### src/source/valu_pkg.sv
package valu_pkg;

    ////////////////////
    // Widths
    ////////////////////

    // Vector slice held by one register
    localparam int VLEN = 64;

    // Lane counts per element width
    localparam int LANES8  = VLEN / 8;
    localparam int LANES16 = VLEN / 16;
    localparam int LANES32 = VLEN / 32;

    typedef logic [VLEN-1:0] vreg_t;

    // Full product of one 32-bit lane
    typedef logic [63:0] vprod_t;

    ////////////////////
    // Encodings
    ////////////////////

    // Encoding 2'b11 is unused
    typedef enum logic [1:0] {
        EW8  = 2'b00,
        EW16 = 2'b01,
        EW32 = 2'b10
    } sew_e;

    typedef enum logic [4:0] {
        vadd, vsub, vrsub,
        vand, vor, vxor,
        vsll, vsrl, vsra,
        vmin, vminu, vmax, vmaxu,
        vmul, vmulh, vmulhu, vmulhsu
    } valu_op_e;

    // Both source operands of one instruction
    typedef struct packed {
        vreg_t a;
        vreg_t b;
    } valu_operands_t;

endpackage

### src/source/valu_shift_lanes.sv
`timescale 1ns/1ps

module valu_shift_lanes
    import valu_pkg::*;
(
    input  valu_operands_t ops_i,
    input  sew_e           sew_i,
    output vreg_t          sll_o,
    output vreg_t          srl_o,
    output vreg_t          sra_o
);

    vreg_t va, vb;

    assign va = ops_i.a;
    assign vb = ops_i.b;

    // Shift amount is the low log2(width) bits of each b lane
    always_comb begin
        case (sew_i)
            EW8: begin
                for (int i = 0; i < LANES8; i++) begin
                    sll_o[8*i +: 8] = va[8*i +: 8] << vb[8*i +: 3];
                    srl_o[8*i +: 8] = va[8*i +: 8] >> vb[8*i +: 3];
                    sra_o[8*i +: 8] = $signed(va[8*i +: 8]) >>> vb[8*i +: 3];
                end
            end
            EW16: begin
                for (int i = 0; i < LANES16; i++) begin
                    sll_o[16*i +: 16] = va[16*i +: 16] << vb[16*i +: 4];
                    srl_o[16*i +: 16] = va[16*i +: 16] >> vb[16*i +: 4];
                    sra_o[16*i +: 16] = $signed(va[16*i +: 16]) >>> vb[16*i +: 4];
                end
            end
            default: begin
                for (int i = 0; i < LANES32; i++) begin
                    sll_o[32*i +: 32] = va[32*i +: 32] << vb[32*i +: 5];
                    srl_o[32*i +: 32] = va[32*i +: 32] >> vb[32*i +: 5];
                    // Sign fill from the lane MSB
                    sra_o[32*i +: 32] = $signed(va[32*i +: 32]) >>> vb[32*i +: 5];
                end
            end
        endcase
    end

endmodule

### config.mk
export PLATFORM = sky130hd
export DESIGN_NAME = valu_shift_lanes
export DESIGN_NICKNAME = d
export VERILOG_FILES = /design/src/source/valu_pkg.sv /design/src/source/valu_shift_lanes.sv
export SDC_FILE = /design/constraint.sdc
export NUM_CORES = 1
export LEC_CHECK = 0
export BUFFER_PORTS_ARGS = -buffer_cell sky130_fd_sc_hd__buf_2
export CORE_ASPECT_RATIO = 1.25
export CORE_MARGIN = 5
export CORE_UTILIZATION = 40
export DETAILED_ROUTE_END_ITERATION = 10
export SLEW_MARGIN = 20
export SYNTH_ARGS = -nofsm -noshare
export SYNTH_HDL_FRONTEND = slang
export SYNTH_SLANG_ARGS = --single-unit
### constraint.sdc
create_clock -name vclk -period 2.1
set_clock_uncertainty 0.05 [all_clocks]
set_input_delay 0.105 -clock vclk [all_inputs]
set_output_delay 0.105 -clock vclk [all_outputs]
set_load 0.05 [all_outputs]
# == Word level (Yosys, flattened, before mapping) ==
# Index checks and enable logic that the tools add are counted.
# Widths: inputs -> output; s select.
# word_totals
register_bits,0
input_bits,130
wordCells,47
# op_classes
eq_ne,1
n_shift,42
n_mux,3
n_reduce_logical,1
# op_table
operator,n
$pmux 64 s2,3
$shl 16x4->16,4
$shl 32x5->32,2
$shl 8x3->8,8
$shr 16x4->16,4
$shr 32x5->32,2
$shr 8x3->8,8
$sshr 16x4->16,4
$sshr 32x5->32,2
$sshr 8x3->8,8
$eq 2x1->1 const B,1
$logic_not 2->1,1

# == Longest topological paths before layout ==
# depth
ltp_word,2
mapped_depth,11

# == Worst setup path after synthesis ==
# No wires, ideal clock.
# synth_timing
path_type,input-to-output
from,input port ops_i[16] (netlist name)
to,output port srl_o[28]
arrival_ns,2.852
required_ns,1.945
path_slack_ns,-0.907
cell_stages,5
path_cell_list,buf_2 buf_2 mux2i_1 mux2_2 o311ai_0
# synth_between
elab_chain_len,2
# synth_rtl
item,line_no,text
from (decl),valu_shift_lanes.sv:6,"input valu_operands_t ops_i,"
$shr 16x4->16,valu_shift_lanes.sv:31,srl_o[16*i +: 16] = va[16*i +: 16] >> vb[16*i +: 4];
$pmux 64 s2,valu_shift_lanes.sv:20,case (sew_i)
to (decl),valu_shift_lanes.sv:9,"output vreg_t srl_o,"
# Every way passes these cells.

# == Worst setup path in the final report ==
# layout_timing
from,input port ops_i[0] (netlist name)
to,output port sra_o[7]
# layout_between
elab_chain_len,2
elab_cells_between_ends,4
# layout_rtl
item,line_no,text
"$sshr 32x5->32, or another cell as far along",valu_shift_lanes.sv:40,sra_o[32*i +: 32] = $signed(va[32*i +: 32]) >>> vb[32*i +: 5];
$pmux 64 s2 *,valu_shift_lanes.sv:20,
to (decl),valu_shift_lanes.sv:10,output vreg_t sra_o
# Every way passes the cells marked *; elsewhere a longest branch is shown, timed or not.

==> flow_summary.yaml <==
worst_setup_path:
  critPathCaptureType: "output port"
  critical_path_class: "input port to output port"
  cp_max_fo: 6
  cp_cell_sequence: "buf_12 > buf_12 > buf_8 > mux4_2 > mux2i_4 > nor2_2 > a21oi_2 > buf_4 > o211ai_1 > buf_4"
  crit_required_ns: 1.95
  crit_slowest_cell: "mux4_2"
  worstSetupStartpointType: "input port"
  cp.arrival_ns: 2.18
  cpPeakStageDelay_ns: 0.58
timing:
  tightest_slew_ns: 0.593
  whs_ns: 0.634
  finalSetupViolCount: 72
  fin_crit_ns: 2.33
  finalCritPeriodShare_pct: 111
  max_clock_freq_mhz: 429
  rsz0062_at_grt: "true"
  finalHoldViolCount: 0
  slew_violations: 0
  worst_slack_ns: -0.230
  relSlewSlack_pct: 60.1
yosys:
  synthAdderAreaFrac_pct: 0
  synth.net_count: 2087
  netlist_area_um2: 14500
  yosysTopAreaCellShare_pct: 22.7
  yosys-top-cells-area: "mux4_2, mux2i_1, nand2_1"
  synth_top_family_by_area: "multiplexers"
  yosys.area.top_type: "mux4_2"
  synthCells: 1957
  synthMuxAreaShare_pct: 40.1
  yosys.area_share.xor_xnor_pct: 0
  ys_seq_area_share_pct: 0
  yosysWarnings: 0
  synth-simple-area-share_pct: 21.1
  synth_cell_type_count: 86
  synth_compound_area_share_pct: 30.0
  postSynthAreaPerCell_um2: 7.42
final_layout:
  area_delta_synth_final_pct: 80.5
  fillers: 2637
  regArea_um2: 0
  finalNetCount: 2925
  nFlopsAndLatches: 0
  stdcell_count: 3273
  diodes: 0
  drive_gt1_share_pct: 60.5
  clock_buffers: 0
  fin_util_pct: 72.6
die:
  start_util_pct: 40.2
  ioPinCount: 322
  die-width_um: 180
  die_h_um: 223
  coreArea_um2: 36100
  rows: 78
  die-area_um2: 40200
route:
  drt_pass1_iterations: 8
  post_drt_wl_per_cell_um: 30.6
  via_count: 23100
  drc: 0
  drt-vias-per-instance: 7.05
  antenna_left: 0
  drt_iter0_markers: 3206
  wl_mm: 100
global_route:
  grt_usage_pct: 44.5
  overflow: 0
  grt_max_degree: 45
  grt_pass1_wl_mm: 140
  antenna_found_initial: 1
  grt_pass1_vias: 22200
power:
  p_per_area_nw_per_um2: 377
  switchingPower_w: 0.00575
  clkPwrFrac_pct: 0
  p_int_w: 0.00412
  p_seq_share_pct: 0
  power_leakage_nw: 11.3
  netSwitchingFraction_pct: 58.2
  irDropWorstVdd_mv: 0.409
  p_comb_share_pct: 100.0
place:
  dp_cells: 3175
  hpwl_mm: 75.4
  portBuffers: 288
  routabilityCongestion: 1.14
cts:
  ctsHoldBuffers: 0
outcome:
  violations: "negative setup slack"
  status: "finished, violations left"
run:
  maxCapViolCount: 0
min_path:
  hold_path_class: "input port to output port"
## cell usage in the layout (no fill, tap or decap), types with 27 or more instances in the layout
cell,count
mux2_2,45
mux2_4,27
a22oi_1,31
nor2b_1,31
buf_2,124
mux4_2,146
buf_6,137
buf_4,715
nor2_2,27
nor2_1,162
mux2i_1,117
nand3_1,32
a21oi_1,64
o21ai_1,31
buf_12,69
nand2_1,231
o211ai_1,28
o21ai_0,52
## power groups by stage
stage | clock [W] | sequential (W) | combinational [W]
3_3_place_gp | 0 | 0 | 0.00801
3_5_place_dp | 0 | 0 | 0.00806
5_1_grt | 0 | 0 | 0.0101
2_1_floorplan | 0 | 0 | 0.00476
4_1_cts | 0 | 0 | 0.00878
6_report | 0 | 0 | 0.00988
## critical path: cells and delay by family
kind,cells,cell delay [ns]
AND/OR/NAND/NOR,1,0.08
multiplexers,2,0.80
buffers and inverters,5,0.82
AO/OA/AOI/OAI,2,0.35
## metrics by stage
stage               cell area, um2  power, W  TNS (ns)  setup WS (ns)
floorplan                    15200   0.00476    -0.322         -0.233
global placement             22100   0.00801    -22.16         -0.463
detailed placement           22100   0.00806    -24.80         -0.502
CTS                          24000   0.00878     -1.19         -0.115
global route                 26200    0.0101     -6.61         -0.262
finish                       26200   0.00988     -4.43         -0.230
## area by class of cell
class | count | area (um2) | share of cell area (%)
Multi-Input combinational cell | 1671 | 15700 | 60.1
Timing Repair Buffer | 1094 | 9750 | 37.2
Tap cell | 480 | 601 | 2.29
Inverter | 28 | 118 | 0.449
## path summary, 6_finish.rpt
kind | from | to | slack [ns] | depth (start not counted)
worst max-delay path | ops_i[0] | sra_o[7] | -0.23 | 10
worst min-delay path | ops_i[34] | srl_o[39] | 0.63 | 4
## layer usage
layer  wire (um)  track usage (%)  vias up
met5          13                0        -
met4       11700             36.2        2
met3       10600             6.34      713
met2       46200             75.8     2095
met1       31700             49.1    10900
li1            -                -     9364
## cells in the mapped netlist (9+ instances only)
| library cell | n |
|---|---|
| or2_2 | 9 |
| o31ai_1 | 12 |
| a22o_1 | 12 |
| o2111ai_1 | 18 |
| a21oi_1 | 86 |
| a31oi_1 | 21 |
| mux2_1 | 19 |
| buf_2 | 41 |
| clkbuf_1 | 165 |
| nor2_1 | 198 |
| o21ai_0 | 78 |
| o221ai_1 | 25 |
| mux4_2 | 146 |
| a21o_1 | 11 |
| a222oi_1 | 13 |
| nand2_1 | 252 |
| a211oi_1 | 31 |
| nor3_1 | 21 |
| buf_6 | 9 |
| and2_1 | 18 |
| nand2b_1 | 30 |
| mux2_2 | 62 |
| mux2i_1 | 162 |
| a211o_1 | 11 |
| inv_1 | 22 |
| a22oi_1 | 50 |
| o21ai_1 | 34 |
| nand3_1 | 48 |
| buf_4 | 20 |
| o22ai_1 | 42 |
| nor2b_1 | 32 |
| and3_1 | 11 |
| o211ai_1 | 28 |
| a32oi_1 | 25 |
| o22a_1 | 10 |
| a221oi_1 | 30 |
| buf_1 | 23 |
## what timing repair did
item / 4_1_cts / 5_1_grt
gates cloned: 6 / 5
gates resized for setup: 362 / 442
endpoints found under the setup margin: 157 / 152
pin swaps: 49 / 101
buffers inserted: 36 / 62
## kinds of logic (layout without fill, tap and decap cells)
group	Yosys count	after routing
simple gates	670	670
buf+inv	286	1122
mux	389	389
compound gates	612	612
Note: power is estimated with default switching activity, not from simulation.
