**src/source/valu_pkg.sv**
```systemverilog
package valu_pkg;

    ////////////////////
    // Widths
    ////////////////////

    // Vector slice held by one register
    localparam int VLEN = 64;

    // Lane counts per element width
    localparam int LANES8  = VLEN / 8;
    localparam int LANES16 = VLEN / 16;
    localparam int LANES32 = VLEN / 32;

    typedef logic [VLEN-1:0] vreg_t;

    // Full product of one 32-bit lane
    typedef logic [63:0] vprod_t;

    ////////////////////
    // Encodings
    ////////////////////

    // Encoding 2'b11 is unused
    typedef enum logic [1:0] {
        EW8  = 2'b00,
        EW16 = 2'b01,
        EW32 = 2'b10
    } sew_e;

    typedef enum logic [4:0] {
        vadd, vsub, vrsub,
        vand, vor, vxor,
        vsll, vsrl, vsra,
        vmin, vminu, vmax, vmaxu,
        vmul, vmulh, vmulhu, vmulhsu
    } valu_op_e;

    // Both source operands of one instruction
    typedef struct packed {
        vreg_t a;
        vreg_t b;
    } valu_operands_t;

endpackage

```
**src/source/valu_result_mux.sv**
```systemverilog
`timescale 1ns/1ps

module valu_result_mux
    import valu_pkg::*;
(
    input  logic           clk,
    input  logic           reset_n,
    input  valu_operands_t ops_i,
    input  valu_op_e       op_i,
    input  logic           hold_i,
    input  vreg_t          sum_i,
    input  vreg_t          sll_i,
    input  vreg_t          srl_i,
    input  vreg_t          sra_i,
    input  vreg_t          min_i,
    input  vreg_t          minu_i,
    input  vreg_t          max_i,
    input  vreg_t          maxu_i,
    input  vreg_t          product_i,
    output vreg_t          result_o
);

    vreg_t res_and, res_or, res_xor;
    vreg_t res_sel;

    // Bitwise ops need no lane split
    assign res_and = ops_i.a & ops_i.b;
    assign res_or  = ops_i.a | ops_i.b;
    assign res_xor = ops_i.a ^ ops_i.b;

    always_comb begin
        case (op_i)
            vand:    res_sel = res_and;
            vor:     res_sel = res_or;
            vxor:    res_sel = res_xor;
            vsll:    res_sel = sll_i;
            vsrl:    res_sel = srl_i;
            vsra:    res_sel = sra_i;
            vmin:    res_sel = min_i;
            vminu:   res_sel = minu_i;
            vmax:    res_sel = max_i;
            vmaxu:   res_sel = maxu_i;
            vmul, vmulh,
            vmulhu, vmulhsu:
                     res_sel = product_i;
            default: res_sel = sum_i;
        endcase
    end

    // Result freezes through a hold cycle
    always_ff @(posedge clk or negedge reset_n) begin
        if (!reset_n) begin
            result_o <= '0;
        end else if (!hold_i) begin
            result_o <= res_sel;
        end
    end

    a_op_legal: assert property (
        @(posedge clk) disable iff (!reset_n)
        !hold_i |-> op_i inside {vadd, vsub, vrsub, vand, vor, vxor, vsll, vsrl, vsra,
                                 vmin, vminu, vmax, vmaxu, vmul, vmulh, vmulhu, vmulhsu}
    );

endmodule

```
**config.mk**
```make
export PLATFORM = sky130hd
export DESIGN_NAME = valu_result_mux
export DESIGN_NICKNAME = d
export VERILOG_FILES = /design/src/source/valu_pkg.sv /design/src/source/valu_result_mux.sv
export SDC_FILE = /design/constraint.sdc
export NUM_CORES = 1
export LEC_CHECK = 0
export BUFFER_PORTS_ARGS = -buffer_cell sky130_fd_sc_hd__buf_2
export CAP_MARGIN = 10
export CORE_AREA = 4 4 297 299
export CTS_CLUSTER_DIAMETER = 150
export DETAILED_ROUTE_END_ITERATION = 12
export DIE_AREA = 0 0 301 303
export HOLD_SLACK_MARGIN = 0.1
export PLACE_DENSITY = 0.36
export SLEW_MARGIN = 20
export SYNTH_ARGS = -nofsm -noshare
export SYNTH_HDL_FRONTEND = slang
export SYNTH_SLANG_ARGS = --single-unit
```
**constraint.sdc**
```tcl
create_clock -name clk -period 1.8 [get_ports clk]
set_clock_uncertainty 0.15 [all_clocks]
set_input_delay 0.18 -clock clk [delete_from_list [all_inputs] [get_ports clk]]
set_output_delay 0.18 -clock clk [all_outputs]
set_load 0.02 [all_outputs]
```
==> Word level (Yosys, flattened, before mapping) <==
Index checks and enable logic that the tools add are counted.
{ "totals": {"register_bits": 64, "in_bits": 712, "output_inout_bits": 64, "elab_cells": 20} }
{ "classes": {"eq_ne": 14, "mux": 1, "n_bitwise": 3, "reduce_logical": 1} }
{ "ops": {"columns": ["cell", "n"], "rows": [
  ["64-bit one-hot mux with 11 select lines", 1],
  ["64-bit AND", 1],
  ["64-bit OR", 1],
  ["64-bit XOR", 1],
  ["5-bit by 4-bit == test with 1-bit output (second input constant)", 8],
  ["5-bit by 3-bit == test with 1-bit output (second input constant)", 4],
  ["5-bit by 2-bit == test with 1-bit output (second input constant)", 1],
  ["5-bit == test (second input constant)", 1],
  ["4-bit OR reduction", 1]
]} }

==> Longest topological paths before layout <==
{ "logic_depth": {"depth_word": 3, "ltp_mapped": 9, "depth_no_buf": 7} }

==> Least setup slack after synthesis <==
OpenSTA, ideal clock, no wires.
{ "synth_timing": {"path_type": "input port to flip-flop", "start": "input port op_i[1]", "end": "register result_o[20]", "setup_time_ns": 0.142, "arrival_time_ns": 1.684, "required_ns": 1.508, "slack_ns": -0.176, "cell_stages": 8, "n_path_buf": 3, "path_cell_list": "buf_2 -> or2_0 -> buf_4 -> o2bb2ai_4 -> buf_6 -> a221o_1 -> nor4_1 -> o31ai_1"} }
{ "synth_between": {"elab_chain_len": 3, "elab_cells_between_ends": 16, "classes_between": "eq/ne: 14; mux: 1; reduce/logical: 1"} }
{ "synth_rtl": {"columns": ["element", "line", "rtl"], "rows": [
  ["start: declaration", "valu_result_mux.sv:9", "input valu_op_e op_i,"],
  ["5-bit by 4-bit == test with 1-bit output / 5-bit == test (equally long branches)", "valu_result_mux.sv:32", "case (op_i)"],
  ["4-bit OR reduction", "valu_result_mux.sv:32", null],
  ["64-bit one-hot mux with 11 select lines (*)", "valu_result_mux.sv:32", null],
  ["end signal: assignment", "valu_result_mux.sv:55", "result_o <= res_sel;"],
  ["end: declaration", "valu_result_mux.sv:20", "output vreg_t result_o"]
]} }
Every way passes the cells marked *; elsewhere a longest branch is shown, timed or not.
A chain may end at the register's enable or synchronous reset.

==> Worst setup path after layout <==
{ "layout_timing": {"start": "input port op_i[4]", "end": "register result_o[50]"} }
Same word-level chain as after synthesis.

==> qor.csv <==
stage;metric;value;unit
status;status;finished with violations;
status;failed_checks;setup timing;
placed_design;dp_cells;3357;
critical_path;cp-end-kind;flop;
cts;clk_latency;0.39;ns
cts;clock-sinks;64;
synthesis;synthArstFlopShare;100;%
sta;max_freq;540;MHz
detailed_routing;remaining_drc_errors;0;
detailed_routing;dr.pass1.iters;9;
synthesis;yosysWarnings;0;
critical_path;crit_required;1.93;ns
global_routing;overflow;0;
floorplan;die_area;0.0912;mm2
cts;ctsLongestPathBuffers;2;
critical_path;worst-path-max-fanout;10;
critical_path;slowest_delay;0.34;ns
synthesis;synth.yosys.seq_area_share;15.1;%
critical_path;cp_cell_sequence;buf_8, buf_12, nor3b_4, buf_4, and2_4, buf_12, buf_8, a221o_1, nor4_2, o31ai_1;
sta;worstMarginPinSlew;0.577;ns
critical_path;cp_slowest_cell;nor3b_4;
critical_path;critPathTopFamily;buffers and inverters;
placed_design;hpwl;76.2;mm
global_routing;antenna_found_initial;30;
floorplan;core_area;0.0851;mm2
synthesis;netlist_instances;1402;
power;finalPower;8390;uW
placed_design;gp_congestion;0.931;
sta;setup_tns;-0.307;ns
cts;numCtsBuffers;9;
critical_path;cp.arrival;1.98;ns
synthesis;syn_nets;2242;
detailed_routing;viasPerCell;4.49;
sta;fin_crit_sh;103;%
sta;rsz0062_at_grt;yes;
power;power_density;401;mW/mm2
sta;fin_ws;-0.0517;ns
finish;seqCellArea;0.00160;mm2
global_routing;grt_pass1_vias;17400;
cts;cts_tree;built;
finish;layout.nets;3320;
finish;stdcell_count;3645;
critical_path;crit_type;in -> reg;
floorplan;die_h;303;um
sta;hold_ws;0.0780;ns
finish;regMostFlops;result_o;
synthesis;yosysMostFrequentCell;inv_1;
cts;clkSlewWorstSetupHoldPaths;0.07;ns
sta;setup_violations;14;
synthesis;synth_seq_cells;64;
critical_path;crit_path_start_kind;input port;
detailed_routing;vias;16400;
power;power.leakage;0.0105;uW
finish;fillCellCount;9465;
power;ir_drop;0.462;mV
finish;multi_input_area;0.00832;mm2
detailed_routing;antenna_left;0;
sta;min_period;1.85;ns
synthesis;synth_cell_type_count;66;
floorplan;start_util;12.5;%
synthesis;synthTopCellsByArea;dfrtp_1, ha_1, and3_1, a21oi_1, inv_1;
floorplan;ioPinCount;776;
synthesis;synth-edff-count;0;
global_routing;gr-usage-all-layers;19.5;%
synthesis;syn-cell-area;0.0106;mm2
global_routing;grt_max_degree;66;
cts;cts_root_buffer;clkbuf_16;
synthesis;synth_top_cell_by_area;dfrtp_1;
hold_path;hold_class;in -> reg;
detailed_routing;drtIter0Drc;1167;
finish;largest_register_ff_count;64;
synthesis;synthTopCellsByCount;inv_1, ha_1, a21oi_1, and3_1, nand2_1;
sta;slew_headroom;61.5;%
floorplan;fp.dieW;301;um
synthesis;yosys_most_used_dff;dfrtp_1;
detailed_routing;routed_wl;95.7;mm
critical_path;critical_path_buf_inv_count;5;
finish;post-route-util;24.6;%
synthesis;syn_avg_cell_area;7.58;um2
detailed_routing;wl_per_cell;26.3;um
cts;htreeDepth;3;
sta;slew_violations;0;
finish;drive_gt1_share;44.9;%
floorplan;rows;107;
flow_run;cap_violations;0;
finish;syn_to_final_growth;97.1;%
placed_design;port_buffers;775;
sta;finalHoldViolCount;0;
synthesis;synth_top_area_share;15.1;%
finish;top_regs;result_o (64);
global_routing;grt_pass1_wl;127;mm
-- power breakdown --
part / total, uW / internal [uW] / switching, uW
registers: 1820 / 1650 / 173
logic: 4510 / 2150 / 2360
clock network: 2070 / 1070 / 991
-- placed cells by master, fill, tap and decap left out, types with 17 or more instances in the layout --
cell / Yosys / layout
dlygate4sd3_1: 0 / 224
nor2_1: 53 / 50
buf_4: 10 / 131
dfrtp_1: 64 / 64
nand2_1: 100 / 97
o31ai_2: 17 / 17
nor3_1: 33 / 30
o21ai_0: 42 / 38
o31ai_1: 32 / 32
a22o_1: 17 / 17
a2bb2oi_1: 30 / 30
a31oi_1: 19 / 18
buf_2: 46 / 768
and3_1: 107 / 100
o2bb2ai_1: 33 / 33
inv_1: 145 / 144
ha_1: 128 / 128
buf_12: 0 / 55
a221oi_1: 30 / 23
a221o_1: 25 / 25
a21oi_1: 111 / 102
nand2b_1: 25 / 25
a22oi_1: 32 / 31
-- tightest hold or removal path: stages --
cell and delay (ns):
buf_2 0.08, a221oi_2 0.06, o21ai_2 0.08, a2bb2oi_1 0.16
-- metal layers --
metal / routed length, um / share of wire (%) / track usage (%) / up-vias
li1: - / - / - / 7474
met1: 39600 / 41 / 23.6 / 7980
met2: 46800 / 49 / 33.8 / 773
met3: 6510 / 6.8 / 4.76 / 133
met4: 2700 / 2.8 / 6.69 / 22
met5: 148 / 0.15 / 0 / -
-- kinds of logic after synthesis --
kind of cell / synth area share [%]
AOI/OAI and AO/OA: 36.7
and+or+nand+nor: 21.6
buffers and inverters: 11.5
adders and majority gates: 15.1
DFF: 15.1
muxes: 0.0942
-- stage by stage --
step,cell area [um2],setup slack [ns]
after global routing,20900,-0.0727
after global placement,17300,-0.819
after CTS,20400,-0.0528
final,20900,-0.0517
after floorplan,10800,-0.0640
after detailed placement,17300,-0.803
-- worst paths after layout --
kind                              start      endpoint  slack (ns)  depth (start not counted)
max                             op_i[4]  result_o[50]       -0.05                         10
min                           sra_i[56]  result_o[56]        0.08                          4
max reg2reg                result_o[36]  result_o[36]        0.27                          3
min reg2reg                result_o[44]  result_o[44]        0.34                          2
max in group asynchronous       reset_n  result_o[56]        0.86                          3
min in group asynchronous       reset_n  result_o[14]        0.20                          3
-- final cells by class --
class,instances,share of cell area (%)
repair buffers,1209,41.6
multi-input cells,1051,39.7
flip-flops and latches,64,7.65
well taps,1144,6.84
inverters,145,2.60
clock buffers,9,1.08
clock inverters,7,0.347
diodes,16,0.191
-- what timing repair did --
action / 4_1_cts / 5_1_grt
buffers inserted: 13 / 10
hold buffers: 224 / 0
endpoints found under the setup margin: 63 / 43
pin swaps: 17 / 32
hold endpoints to repair: 127 / 0
cloned: 3 / 7
gates resized for setup: 75 / 67
Power figures use the tool's default switching activity.
