### src/source/valu_pkg.sv
package valu_pkg;

    ////////////////////
    // Widths
    ////////////////////

    // Vector slice held by one register
    localparam int VLEN = 64;

    // Lane counts per element width
    localparam int LANES8  = VLEN / 8;
    localparam int LANES16 = VLEN / 16;
    localparam int LANES32 = VLEN / 32;

    typedef logic [VLEN-1:0] vreg_t;

    // Full product of one 32-bit lane
    typedef logic [63:0] vprod_t;

    ////////////////////
    // Encodings
    ////////////////////

    // Encoding 2'b11 is unused
    typedef enum logic [1:0] {
        EW8  = 2'b00,
        EW16 = 2'b01,
        EW32 = 2'b10
    } sew_e;

    typedef enum logic [4:0] {
        vadd, vsub, vrsub,
        vand, vor, vxor,
        vsll, vsrl, vsra,
        vmin, vminu, vmax, vmaxu,
        vmul, vmulh, vmulhu, vmulhsu
    } valu_op_e;

    // Both source operands of one instruction
    typedef struct packed {
        vreg_t a;
        vreg_t b;
    } valu_operands_t;

endpackage

### src/source/valu_add_lanes.sv
`timescale 1ns/1ps

module valu_add_lanes
    import valu_pkg::*;
(
    input  valu_operands_t ops_i,
    input  valu_op_e       op_i,
    input  sew_e           sew_i,
    output vreg_t          sum_o
);

    logic  is_sub;
    vreg_t sub_src, sub_inv;
    vreg_t neg8, neg16, neg32;
    vreg_t addend_a, addend_b8, addend_b16, addend_b32;
    vreg_t sum8, sum16, sum32;

    // vrsub swaps the roles of a and b
    assign is_sub   = op_i inside {vsub, vrsub};
    assign sub_src  = (op_i == vrsub) ? ops_i.a : ops_i.b;
    assign sub_inv  = ~sub_src;
    assign addend_a = (op_i == vrsub) ? ops_i.b : ops_i.a;

    // Two's complement negation, per lane so no carry leaks across
    always_comb begin
        for (int i = 0; i < LANES8; i++) begin
            neg8[8*i +: 8] = sub_inv[8*i +: 8] + 8'd1;
        end
        for (int i = 0; i < LANES16; i++) begin
            neg16[16*i +: 16] = sub_inv[16*i +: 16] + 16'd1;
        end
        for (int i = 0; i < LANES32; i++) begin
            neg32[32*i +: 32] = sub_inv[32*i +: 32] + 32'd1;
        end
    end

    assign addend_b8  = is_sub ? neg8  : ops_i.b;
    assign addend_b16 = is_sub ? neg16 : ops_i.b;
    assign addend_b32 = is_sub ? neg32 : ops_i.b;

    always_comb begin
        for (int i = 0; i < LANES8; i++) begin
            sum8[8*i +: 8] = addend_a[8*i +: 8] + addend_b8[8*i +: 8];
        end
        for (int i = 0; i < LANES16; i++) begin
            sum16[16*i +: 16] = addend_a[16*i +: 16] + addend_b16[16*i +: 16];
        end
        for (int i = 0; i < LANES32; i++) begin
            sum32[32*i +: 32] = addend_a[32*i +: 32] + addend_b32[32*i +: 32];
        end
    end

    always_comb begin
        case (sew_i)
            EW8:     sum_o = sum8;
            EW16:    sum_o = sum16;
            default: sum_o = sum32;
        endcase
    end

endmodule

### config.mk
export PLATFORM = sky130hd
export DESIGN_NAME = valu_add_lanes
export DESIGN_NICKNAME = d
export VERILOG_FILES = /design/src/source/valu_pkg.sv /design/src/source/valu_add_lanes.sv
export SDC_FILE = /design/constraint.sdc
export NUM_CORES = 1
export LEC_CHECK = 0
export ABC_AREA = 1
export BUFFER_PORTS_ARGS = -buffer_cell sky130_fd_sc_hd__buf_2
export CORE_MARGIN = 10
export CORE_UTILIZATION = 25
export DETAILED_ROUTE_END_ITERATION = 8
export PLACE_DENSITY_LB_ADDON = 0.08
export SLEW_MARGIN = 20
export SYNTH_ARGS = -nofsm -noshare
export SYNTH_HDL_FRONTEND = slang
export SYNTH_SLANG_ARGS = --single-unit
### constraint.sdc
create_clock -name vclk -period 9
set_input_delay 0.45 -clock vclk [all_inputs]
set_output_delay 0.45 -clock vclk [all_outputs]
set_load 0.005 [all_outputs]
Word level (Yosys, flattened, before mapping)
Cells that the tools add are included.
{"block": "word_totals", "output_inout_bits": 64, "regBits": 0, "inputBits": 135}
{"block": "op_classes", "addsub": 28, "reduce_logical": 2, "eq_ne": 3, "bitwise": 1, "muxes": 6}
{"operator": "$mux 64", "n": 5}
{"operator": "$pmux 64 s2", "n": 1}
{"operator": "$add 16x1->16 const B", "n": 4}
{"operator": "$add 16x16->16", "n": 4}
{"operator": "$add 32x1->32 const B", "n": 2}
{"operator": "$add 32x32->32", "n": 2}
{"operator": "$add 8x1->8 const B", "n": 8}
{"operator": "$add 8x8->8", "n": 8}
{"operator": "$not 64->64", "n": 1}
{"operator": "$eq 5x1->1 const B", "n": 1}
{"operator": "$eq 5x2->1 const B", "n": 1}
{"operator": "$eq 2x1->1 const B", "n": 1}
{"operator": "$logic_not 2->1", "n": 1}
{"operator": "$reduce_bool 2->1", "n": 1}

Depth between registers and ports, before layout
{"block": "depth", "word_depth": 7, "mapped_depth": 31, "mapped_depth_nobuf": 29}

Worst setup path before layout
OpenSTA, ideal clock, no wires.
{"block": "synth_path", "path_type": "in2out", "start": "input port op_i[1]", "end": "output port sum_o[54]", "t_arrival_ps": 3689, "path_stages": 26, "path_buffers": 5, "slack_ps": 4861, "required_time_ps": 8550, "path_cell_list": "inv_2 -> nor2_4 -> nand3_4 -> buf_2 -> buf_2 -> clkbuf_1 -> clkbuf_1 -> clkbuf_1 -> nand2_1 -> o21ai_0 -> ha_1 -> a21oi_1 -> nand2_1 -> a21boi_0 -> inv_1 -> nand2_1 -> nand2_1 -> a21oi_1 -> inv_1 -> nand2_1 -> nand2_1 -> nand2_1 -> inv_1 -> o21ai_0 -> nand2_1 -> o21ai_0"}
{"block": "synth_between", "elab_chain_cells": 7, "elab_cells_between_ends": 16, "classes_between": "add/sub (6); eq/ne (2); mux (6); bitwise (1); reduce/logical (1)"}
{"element": "start: declaration", "line": "valu_add_lanes.sv:7", "text": "input valu_op_e op_i,"}
{"element": "$eq 5x2->1", "line": "valu_add_lanes.sv:19, valu_add_lanes.sv:20, valu_add_lanes.sv:22"}
{"element": "$mux 64", "line": "valu_add_lanes.sv:20", "text": "assign sub_src = (op_i == vrsub) ? ops_i.a : ops_i.b;"}
{"element": "$not 64->64", "line": "valu_add_lanes.sv:21", "text": "assign sub_inv = ~sub_src;"}
{"element": "$add 32x1->32, or another cell as far along", "line": "valu_add_lanes.sv:33", "text": "neg32[32*i +: 32] = sub_inv[32*i +: 32] + 32'd1;"}
{"element": "$mux 64 (on tied branches)", "line": "valu_add_lanes.sv:39, valu_add_lanes.sv:37, valu_add_lanes.sv:38"}
{"element": "$add 32x32->32, or another cell as far along", "line": "valu_add_lanes.sv:49", "text": "sum32[32*i +: 32] = addend_a[32*i +: 32] + addend_b32[32*i +: 32];"}
{"element": "$pmux 64 s2 (*)", "line": "valu_add_lanes.sv:54", "text": "case (sew_i)"}
{"element": "end: declaration", "line": "valu_add_lanes.sv:9", "text": "output vreg_t sum_o"}
Mark *: on every way between the ends. The rest lies on a longest branch, timed or not.

Worst setup path in the final report
{"block": "layout_path", "start": "input port op_i[3]", "end": "output port sum_o[28]"}
The elaborated chain is that of the path after synthesis.

==> impl_metrics.yaml <==
timing:
  fmax_mhz: 153.7
  drv_slew: 0
  maxSlewHeadroom_pct: 36.84
  timing.final.crit_share_pct: 72.30
  hold_violations: 0
  worst_slew_pin_slew_ps: 947.3
  fin_crit_ps: 6507
  setup_violations: 0
  finalSetupTns_ps: 0
  rsz0062_at_grt: "no"
logic_synthesis:
  ys_seq_area_share_pct: 0
  synth_compound_area_share_pct: 27.06
  synthXorXnorAreaFrac_pct: 6.913
  syn_area_um2: 11780
  synth_nets: 2493
  synth_cell_type_count: 58
  syn_inst: 2217
  synthAdderAreaFrac_pct: 15.48
  synth_area_per_cell_um2: 5.315
  synth_top_family_by_area: "simple AND/OR/NAND/NOR gates"
  ys_warn_count: 0
  yosys.area_share.simple_pct: 37.30
  muxShareOfSynthArea_pct: 0.08495
die:
  start_util_pct: 25.31
  ioPinCount: 199
  die_y_um: 237.1
  core_area_um2: 46560
  rows: 79
  die-area_um2: 56210
  die_w_um: 237.1
global_route:
  first_global_vias: 14135
  grt_use_total_pct: 17.75
  grt_overflow: 0
  grt_max_degree: 92
  grt_pass1_wl_mm: 80.20
  antenna_found_initial: 7
outcome:
  outcome: "completed"
run:
  drv_cap: 0
setup_path:
  cp_max_fo: 91
  startpoint_type: "input port"
  worstPathRequired_ps: 8550
  crit_arrival_ps: 6060
  end_kind: "primary output"
  worstSetupPathType: "in -> out"
power:
  cellLeakagePower_uw: 0.007016
  powerDensity_nw_per_um2: 69.36
  peakVddDrop_uv: 32.57
detailed_routing:
  route.met2.wl_mm: 24.83
  vias_per_cell: 4.873
  top_layer_used: "met5"
  antenna_left: 0
  vias: 14517
  wl_met1_mm: 25.12
  initialDrtViolationCount: 948
  drc: 0
  route.final.wire_length_mm: 53.05
  firstDrtPassIters: 5
  avgRoutedWirePerCell_um: 17.81
  wl_met3_mm: 2.473
placement:
  detailed_place_hpwl_mm: 45.70
  placed_area_um2: 13330
  portBuffers: 199
  dpl.cell_count: 2975
  place.gp.congestion: 0.8945
worst_hold_path:
  hold_end: "sum_o[0]"
  hp-start: "ops_i[64]"
  hold_class: "in -> out"
  hold_depth: 3
cts:
  cts_resized: 0
  ctsHoldBuffers: 0
  postCtsSetupBuffers: 0
layout:
  drive_above_1_share_pct: 13.18
  regArea_um2: 0
  fill_cells: 5425
  area_growth_pct: 13.25
  nets: 2646
  final_cells: 2979
  final_area_um2: 13340
  seq_cells: 0
  n_clock_buffer: 0
==> power by group <==
group | internal (µW) | total, µW | switching, µW
Clock | 0.0000601 | 0.0000602 | 0
Combinational | 335 | 925 | 591
Sequential | 0 | 0 | 0
Total | 335 | 925 | 591
==> cell type report <==
class | instances | area, µm² | area share, %
inverters | 331 | 1242 | 9.311
multi-input cells | 1826 | 10250 | 76.78
well taps | 607 | 759.5 | 5.692
repair buffers | 211 | 1086 | 8.139
diodes | 4 | 10.01 | 0.07501
==> worst max-delay path, stage by stage <==
cell and delay [ps]:
buf_2 110, nor2_4 300, nand3_4 750, o21ai_1 470
nand2_1 160, nor2_2 180, inv_1 70, nor2_1 130
inv_1 60, nand3_1 50, o21ai_0 100, ha_1 380
nand2_1 60, o21ai_0 440, a21oi_1 310, o21ai_0 780
a21boi_0 350, inv_1 220, nand3_1 110, nand3_1 110
nand2_1 50, o211ai_1 210, buf_2 150
==> cells in the mapped netlist, types with 11 or more instances <==
cell type | n | share of area (%)
nand2_2 | 18 | 0.96
nand2_1 | 573 | 18
nand3_1 | 102 | 4.3
o21bai_1 | 19 | 1.2
ha_1 | 133 | 14
xnor2_1 | 24 | 1.8
nor2_1 | 211 | 6.7
o21ai_0 | 218 | 9.3
o21a_1 | 11 | 0.70
xor2_1 | 69 | 5.1
nor3_1 | 20 | 0.85
or2_2 | 22 | 1.2
o21ai_2 | 12 | 0.89
a21oi_1 | 220 | 9.3
inv_1 | 321 | 10
clkbuf_1 | 35 | 1.1
nand4_1 | 27 | 1.4
o21ai_1 | 18 | 0.76
==> metrics by stage <==
step | util [%] | power [µW] | setup slack [ps] | hold slack [ps]
CTS | 28.64 | 926.8 | 2518 | 1206
finish | 28.66 | 925.5 | 2493 | 1197
global route | 28.65 | 1041 | 2040 | 1216
global placement | 28.64 | 923.9 | 2549 | 1202
detailed placement | 28.64 | 921.4 | 2527 | 1203
floorplan | - | 602.3 | 4861 | 1021
==> worst max path at each step <==
stage / startpoint / to / slack, ps
after global placement: op_i[3] / sum_o[51] / 2550
after global routing: op_i[0] / sum_o[28] / 2040
final: op_i[3] / sum_o[28] / 2490
after CTS: op_i[3] / sum_o[28] / 2520
after floorplan: op_i[1] / sum_o[54] / 4860
after detailed placement: op_i[3] / sum_o[28] / 2530
==> metal layers <==
layer / GRT usage (%) / up-vias
met3: 1.690 / 38
li1: - / 7614
met4: 2.181 / 6
met5: 0 / -
met1: 23.69 / 6506
met2: 30.91 / 353
==> cell families (layout without fill, tap and decap cells) <==
group	Yosys count	in the layout
AOI/OAI and AO/OA	572	572
xor gates and xnor gates	93	93
adders and majority gates	141	141
buffers and inverters	391	542
muxes	1	1
other	0	4
and+or+nand+nor	1019	1019
==> placed cells by master, fill, tap and decap left out, types with 3 or more instances in the layout <==
master	instances
nand2_1	573
inv_1	320
a21oi_1	219
o21ai_0	218
nor2_1	210
buf_2	199
ha_1	133
nand3_1	102
xor2_1	69
nand4_1	27
xnor2_1	24
or2_2	22
nor3_1	20
o21bai_1	19
nand2_2	18
o21ai_1	18
o21ai_2	12
buf_4	12
nor2_2	11
o21a_1	11
inv_2	10
a31oi_1	10
nor2_4	9
nor4_1	9
a21o_1	9
o22ai_1	8
a21boi_0	8
fa_1	8
o211ai_1	7
o31ai_1	6
o221ai_1	6
nand3_2	5
diode_2	4
a31o_2	4
nor3_2	3
No activity file was read; power rests on OpenSTA's default activity.
