**src/source/valu_pkg.sv**
```systemverilog
package valu_pkg;

    ////////////////////
    // Widths
    ////////////////////

    // Vector slice held by one register
    localparam int VLEN = 64;

    // Lane counts per element width
    localparam int LANES8  = VLEN / 8;
    localparam int LANES16 = VLEN / 16;
    localparam int LANES32 = VLEN / 32;

    typedef logic [VLEN-1:0] vreg_t;

    // Full product of one 32-bit lane
    typedef logic [63:0] vprod_t;

    ////////////////////
    // Encodings
    ////////////////////

    // Encoding 2'b11 is unused
    typedef enum logic [1:0] {
        EW8  = 2'b00,
        EW16 = 2'b01,
        EW32 = 2'b10
    } sew_e;

    typedef enum logic [4:0] {
        vadd, vsub, vrsub,
        vand, vor, vxor,
        vsll, vsrl, vsra,
        vmin, vminu, vmax, vmaxu,
        vmul, vmulh, vmulhu, vmulhsu
    } valu_op_e;

    // Both source operands of one instruction
    typedef struct packed {
        vreg_t a;
        vreg_t b;
    } valu_operands_t;

endpackage

```
**src/source/valu_minmax_lanes.sv**
```systemverilog
`timescale 1ns/1ps

module valu_minmax_lanes
    import valu_pkg::*;
(
    input  valu_operands_t ops_i,
    input  sew_e           sew_i,
    output vreg_t          min_o,
    output vreg_t          minu_o,
    output vreg_t          max_o,
    output vreg_t          maxu_o
);

    vreg_t va, vb;

    assign va = ops_i.a;
    assign vb = ops_i.b;

    // a greater than b picks b for min and a for max
    always_comb begin
        case (sew_i)
            EW8: begin
                for (int i = 0; i < LANES8; i++) begin
                    if ($signed(va[8*i +: 8]) > $signed(vb[8*i +: 8])) begin
                        min_o[8*i +: 8] = vb[8*i +: 8];
                        max_o[8*i +: 8] = va[8*i +: 8];
                    end else begin
                        min_o[8*i +: 8] = va[8*i +: 8];
                        max_o[8*i +: 8] = vb[8*i +: 8];
                    end
                    if (va[8*i +: 8] > vb[8*i +: 8]) begin
                        minu_o[8*i +: 8] = vb[8*i +: 8];
                        maxu_o[8*i +: 8] = va[8*i +: 8];
                    end else begin
                        minu_o[8*i +: 8] = va[8*i +: 8];
                        maxu_o[8*i +: 8] = vb[8*i +: 8];
                    end
                end
            end
            EW16: begin
                for (int i = 0; i < LANES16; i++) begin
                    if ($signed(va[16*i +: 16]) > $signed(vb[16*i +: 16])) begin
                        min_o[16*i +: 16] = vb[16*i +: 16];
                        max_o[16*i +: 16] = va[16*i +: 16];
                    end else begin
                        min_o[16*i +: 16] = va[16*i +: 16];
                        max_o[16*i +: 16] = vb[16*i +: 16];
                    end
                    if (va[16*i +: 16] > vb[16*i +: 16]) begin
                        minu_o[16*i +: 16] = vb[16*i +: 16];
                        maxu_o[16*i +: 16] = va[16*i +: 16];
                    end else begin
                        minu_o[16*i +: 16] = va[16*i +: 16];
                        maxu_o[16*i +: 16] = vb[16*i +: 16];
                    end
                end
            end
            default: begin
                for (int i = 0; i < LANES32; i++) begin
                    if ($signed(va[32*i +: 32]) > $signed(vb[32*i +: 32])) begin
                        min_o[32*i +: 32] = vb[32*i +: 32];
                        max_o[32*i +: 32] = va[32*i +: 32];
                    end else begin
                        min_o[32*i +: 32] = va[32*i +: 32];
                        max_o[32*i +: 32] = vb[32*i +: 32];
                    end
                    if (va[32*i +: 32] > vb[32*i +: 32]) begin
                        minu_o[32*i +: 32] = vb[32*i +: 32];
                        maxu_o[32*i +: 32] = va[32*i +: 32];
                    end else begin
                        minu_o[32*i +: 32] = va[32*i +: 32];
                        maxu_o[32*i +: 32] = vb[32*i +: 32];
                    end
                end
            end
        endcase
    end

endmodule

```
**config.mk**
```make
export PLATFORM = sky130hd
export DESIGN_NAME = valu_minmax_lanes
export DESIGN_NICKNAME = d
export VERILOG_FILES = /design/src/source/valu_pkg.sv /design/src/source/valu_minmax_lanes.sv
export SDC_FILE = /design/constraint.sdc
export NUM_CORES = 1
export LEC_CHECK = 0
export BUFFER_PORTS_ARGS = -buffer_cell sky130_fd_sc_hd__buf_4
export CAP_MARGIN = 20
export CORE_AREA = 5 5 147 149
export DETAILED_ROUTE_END_ITERATION = 10
export DIE_AREA = 0 0 152 154
export GPL_TIMING_DRIVEN = 1
export PLACE_DENSITY = 0.66
export SLEW_MARGIN = 10
export SYNTH_ARGS = -nofsm -noshare
export SYNTH_HDL_FRONTEND = slang
export SYNTH_SLANG_ARGS = --single-unit
```
**constraint.sdc**
```tcl
create_clock -name vclk -period 6.6
set_input_delay 0.33 -clock vclk [all_inputs]
set_output_delay 0.33 -clock vclk [all_outputs]
set_load 0.1 [all_outputs]
```
# Word-level counts from Yosys, hierarchy flattened
# Cells that the tools add are included.
[totals]
register_bits = 0
latch_bits = 0
mem_bits_rw = 0
rom_bits = 0
in_bits = 130
output_inout_bits = 256
wordCells = 90
memories = 0
[classes]
addsub = 0
mul = 0
n_div = 0
magnitude_cmp = 28
eq_ne = 1
n_shift = 0
muxes = 60
bitwise_logic = 0
reduce_logical = 1
[op_table]
columns = ["op", "count"]
rows = [
  ["one-hot mux 64 bit (2 select lines)", 4],
  ["2-to-1 mux 16 bit", 16],
  ["2-to-1 mux 32 bit", 8],
  ["2-to-1 mux 8 bit", 32],
  ["> comparator 16 bit", 8],
  ["> comparator 32 bit", 4],
  ["> comparator 8 bit", 16],
  ["equality test 2 x 1 -> 1 bit, second input constant", 1],
  ["zero test 2 bit", 1],
]

# Longest topological paths before layout
# Gate-level depths: netlist of run 1.
[logic_depth]
depth_word = 3
mapped_depth = 13
depth_no_buf = 10

# Worst setup path before layout of run 1
# No wires, ideal clock.
[synth_path]
kind = "in2out"
startpoint = "in ops_i[31] in the netlist's numbering"
endpoint = "out max_o[24]"
arrival_ps = 3870
t_required_ps = 6270
setup_slack_ps = 2400
cell_stages = 12
path_buffers = 2
path_cell_list = "inv_1 ha_1 buf_2 nand4_1 nor3_1 a21bo_2 a32oi_1 and4_1 a21oi_1 nand3_1 buf_4 mux2i_1"
[synth_between]
elab_chain_len = 3
[synth_rtl]
columns = ["item", "line_no", "text"]
rows = [
  ["start: declaration", "valu_minmax_lanes.sv:6", "input valu_operands_t ops_i,"],
  ["> comparator 32 bit (tied with other cells)", "valu_minmax_lanes.sv:60", "if ($signed(va[32*i +: 32]) > $signed(vb[32*i +: 32])) begin"],
  ["2-to-1 mux 32 bit (tied with other cells)", "valu_minmax_lanes.sv:60", ""],
  ["one-hot mux 64 bit (2 select lines) *", "valu_minmax_lanes.sv:21", "case (sew_i)"],
  ["end: declaration", "valu_minmax_lanes.sv:10", "output vreg_t max_o,"],
]
# Mark *: on every way between the ends. The rest lies on a longest branch, timed or not.

# Final worst setup path of run 1
[layout_path]
startpoint = "in ops_i[15] in the netlist's numbering"
endpoint = "out min_o[12]"
[layout_between]
elab_chain_len = 3
[layout_rtl]
columns = ["item", "line_no", "text"]
rows = [
  ["> comparator 32 bit (tied with other cells)", "valu_minmax_lanes.sv:60", ""],
  ["2-to-1 mux 32 bit (tied with other cells)", "valu_minmax_lanes.sv:60", ""],
  ["one-hot mux 64 bit (2 select lines) *", "valu_minmax_lanes.sv:21", ""],
  ["end: declaration", "valu_minmax_lanes.sv:8", "output vreg_t min_o,"],
]
# Marks and branches as above.

==> results of run 1 <==
==> layout make-up <==
| cell class | count | area, sq um |
|---|---|---|
| diodes | 1 | 2.50 |
| repair buffers | 388 | 2910 |
| well taps | 270 | 338 |
| fillers | 2013 | 11400 |
| inverters | 76 | 285 |
| multi-input cells | 554 | 5150 |
==> cell families after synthesis <==
kind of cell               Yosys count  synth area share (%)
AOI/OAI and AO/OA                  126                  15.6
xor gates and xnor gates             1                 0.157
adders and majority gates           70                  15.7
buffers and inverters              101                  7.84
muxes                              247                  50.1
and+or+nand+nor                    110                  10.7
==> routing by layer <==
layer | wire (um) | vias up | GRT usage [%]
met2 | 11100 | 227 | 32.3
met1 | 8580 | 2908 | 18.5
met5 | 0 | - | 0
met3 | 1280 | 16 | 2.98
met4 | 293 | 0 | 2.14
li1 | - | 3175 | -
==> Yosys cell counts, drive strengths merged (5+ instances only) <==
master,instances
nor3,6
o21a,5
a31oi,6
ha,70
mux2i,22
a32oi,5
nor2b,5
nor2,28
o21ai,39
nand2,28
mux2,225
buf,21
inv,76
nand3,7
nand4,18
or3,5
a21oi,47
==> how the worst max path moves through the flow <==
stage / end / slack, ns / cells after the start
6_report: min_o[12] / 2.61 / 12
5_1_grt: min_o[12] / 2.36 / 12
4_1_cts: min_o[12] / 2.61 / 12
3_5_place_dp: min_o[12] / 2.64 / 12
3_3_place_gp: min_o[12] / 2.65 / 12
2_1_floorplan: max_o[24] / 2.40 / 12
==> metrics by stage <==
step	instance area, sq um	worst slack [ns]	instances	util, %	hold slack (ns)
floorplan	5580	2.40	655	-	0.980
global placement	8680	2.65	1288	43.3	1.14
detailed placement	8680	2.64	1288	43.3	1.14
CTS	8680	2.61	1288	43.3	1.14
global route	8680	2.36	1288	43.3	1.16
finish	8680	2.61	1289	43.3	1.14
==> results.txt, run 1 <==
DRC violations left - 0
Hold Crit Class - input pin to output pin
share of the synthesized area in the top cell type - 35.7%
die height - 154 um
Slew Limit Fails - 0
Slowest-stage cell, CP - or2_1
largest net degree at the start of global routing - 22
Max Cap Violations - 0
row count - 52
Post-Syn Instances - 655
Synth area leaders - mux2_2 36%, ha_1 16%, mux2_1 7.5%, inv_1 5.0%, mux2i_1 3.9%
worst path required time - 6.27 ns
first-pass GRT wire length - 33,100 um
Final period util - 60.4%
Syn Nets - 855
routed via count - 6,326
post-CTS setup buffer count - 0
Slew HR - 28.3%
die width - 152 um
antenna violations before repair - 0
Mapped Area - 0.00558 sq mm
share of layout cells above drive strength 1 - 59.4%
port buffer count - 386
most frequent cells in the layout - 388 x buf_4, 177 x mux2_2, 75 x inv_1
Worst setup SP type - input pin
Cell variety after synth - 64
Final Wtd Congestion - 0.845
Core Area - 0.0200 sq mm
Max Fclk - 251 MHz
CLK BUF - 0
crit path DAT - 3.66 ns
cells along the critical path - buf_4 > inv_1 > ha_1 > nand4_2 > or2_1 > a211o_1 > a31oi_2 > o2111ai_2 > or3b_1 > or2_1 > mux2_1 > buf_4
Final Setup Violations - 0
Synth area leader - mux2_2
routed len/inst - 16.5 um
number of routed nets with antenna violations - 0
commonest non-fill, non-tap cell in the layout - buf_4
Nets - 1,220
RSZ-0062 raised after global routing - no
Worst path max stage delay - 0.56 ns
Hold Path Stages - 4
critical path endpoint category - output pin
final hold vios - 0
Tightest Pin Transition - 1.08 ns
Seq/Total Area, Yosys - 0%
final wirelength - 21,300 um
Reg area - 0 sq um
First DRT Iteration DRCs - 162
router iterations before antenna repair - 4
buffers plus inverters on the worst setup path - 3
Initial Util - 27.9%
CP top delay family - simple AND/OR/NAND/NOR gates
Hold-fix buffers, CTS - 0
DP Wirelength - 18,200 um
status - completed
die area - 0.0234 sq mm
vias in the first global route - 6,455
Tot GR Track Use - 16.3%
Critical Path Start - ops_i[15]
Area growth syn-to-layout - 55.5%
syn_area_per_cell - 8.53 sq um
# resized after CTS - 0
synth warn - 0
hold path start - ops_i[75]
critical path type - input pin to output pin
Worst Hold End - max_o[11]
setup TNS - 0 ns
num ports - 386
global route total overflow - 0
Crit Path Max Fanout - 16
Seq cells - 0
minimum clock period - 3.99 ns
vias per cell - 4.91
==> run 2: changes to the inputs <==
--- a/config.mk
+++ b/config.mk
@@ -7,11 +7,11 @@
 export LEC_CHECK = 0
 export BUFFER_PORTS_ARGS = -buffer_cell sky130_fd_sc_hd__buf_4
 export CAP_MARGIN = 20
-export CORE_AREA = 5 5 147 149
+export CORE_AREA = 5 5 145 147
 export DETAILED_ROUTE_END_ITERATION = 10
-export DIE_AREA = 0 0 152 154
+export DIE_AREA = 0 0 150 152
 export GPL_TIMING_DRIVEN = 1
-export PLACE_DENSITY = 0.66
+export PLACE_DENSITY = 0.67
 export SLEW_MARGIN = 10
 export SYNTH_ARGS = -nofsm -noshare
 export SYNTH_HDL_FRONTEND = slang
==> constraint.sdc (replaced) <==
create_clock -name vclk -period 4.2
set_input_delay 0.21 -clock vclk [all_inputs]
set_output_delay 0.21 -clock vclk [all_outputs]
set_load 0.1 [all_outputs]
==> run 2 against run 1 <==
Critical path depth unchanged; non-clock buffer count increased by 4; wire length decreased by 1.6%; clock-buffer cell count unchanged; flip-flop and latch count unchanged; global-route usage increased by 0.28 points; worst setup slack got worse by 2.0 ns; critical endpoint is now min_o[0]; via count decreased by 0.33%; core utilization increased by 0.71 points; first-iteration DRC count increased by 16%; sequential share of layout area unchanged; highest routed layer unchanged.
==> results.txt, run 2 (synthesis results as in run 1) <==
hold_ws - 0.898 ns
ANT cells - 0
critical path endpoint category - output pin
Nets - 1,224
Worst setup SP type - input pin
Seq cells - 0
multi-input logic area - 0.00515 sq mm
Tot GR Track Use - 16.6%
share of layout cells above drive strength 1 - 59.6%
DRC violations left - 0
critical path type - input pin to output pin
routed via count - 6,305
crit path DAT - 3.38 ns
port buffer count - 386
commonest non-fill, non-tap cell in the layout - buf_4
die height - 152 um
vias per cell - 4.88
most frequent cells in the layout - 392 x buf_4, 177 x mux2_2, 75 x inv_1
Hold-fix buffers, CTS - 0
status - completed
Crit Path Max Fanout - 16
RSZ-0062 raised after global routing - no
VDD IR max - 0.297 mV
# resized after CTS - 0
row count - 52
Final period util - 85.4%
setup TNS - 0 ns
final wirelength - 21,000 um
final hold vios - 0
final worst slack - 0.614 ns
Slew HR - 33.1%
Area growth syn-to-layout - 56.0%
Finished Layout Cells - 1,292
router iterations before antenna repair - 4
num ports - 386
Final Wtd Congestion - 0.834
vias in the first global route - 6,501
P per Cell Area - 454 mW/mm^2
total power - 3.95 mW
Initial Util - 28.2%
DP Worst Slack - 0.604 ns
die area - 0.0228 sq mm
minimum clock period - 3.59 ns
largest net degree at the start of global routing - 22
Final Setup Violations - 0
first-pass GRT wire length - 32,500 um
post-CTS setup buffer count - 0
die width - 150 um
First DRT Iteration DRCs - 188
Tightest Pin Transition - 1.00 ns
global route total overflow - 0
dpl cells - 1,292
Slew Limit Fails - 0
Hold Crit Class - input pin to output pin
Max Cap Violations - 0
DP Wirelength - 18,100 um
leakage - 4.32 nW
antenna violations before repair - 0
routed len/inst - 16.2 um
Core Area - 0.0198 sq mm
worst path required time - 3.99 ns
Max Fclk - 279 MHz
CLK BUF - 0
Reg area - 0 sq um
number of routed nets with antenna violations - 0
Fillers - 2,016
==> run 2: changes by cell type in the layout (fill, tap and decap cells not counted) <==
cell     previous run  this run
buf_4             388       392
diode_2             1         0
==> run 2: stage by stage <==
stage | area (sq um) | utilization [%]
after global placement | 8710 | 44.0
final | 8710 | 44.0
after CTS | 8710 | 44.0
after floorplan | 5580 | -
after detailed placement | 8710 | 44.0
after global routing | 8710 | 44.0
==> run 2: layer usage <==
layer	part of all wire [%]	vias to the layer above	track usage (%)	routed length (um)
li1	-	3179	-	-
met1	39	2875	18.3	8120
met2	53	239	33.6	11100
met3	7.5	12	3.01	1580
met4	0.73	0	1.31	153
met5	0	-	0	0
==> run 2: cell type report <==
type	instances	area share [%]
multi-input combinational	554	59.1
timing repair buffer	392	33.8
tap	270	3.88
inverter	76	3.27
==> run 2: path summary, 6_finish.rpt <==
check / from / to / slack (ns) / depth (start not counted)
worst max-delay path: ops_i[31] / min_o[0] / 0.61 / 12
worst min-delay path: ops_i[72] / max_o[8] / 0.90 / 4
==> run 2: critical path, cell delays in order <==
cell and delay (ns):
buf_4 0.11, inv_1 0.04, ha_1 0.44, nand4_1 0.19, nor2_2 0.28, nand4_1 0.20, o2111ai_2 0.15, or3b_1 0.40
buf_4 0.18, a21oi_4 0.52, mux2_2 0.41, buf_4 0.23
==> run 2: power breakdown <==
group	switching, mW	internal [mW]	leakage, nW
logic	3.03	0.928	4.32
registers	0	0	0
clock network	0	0	0
(Power assumes the default switching activity.)
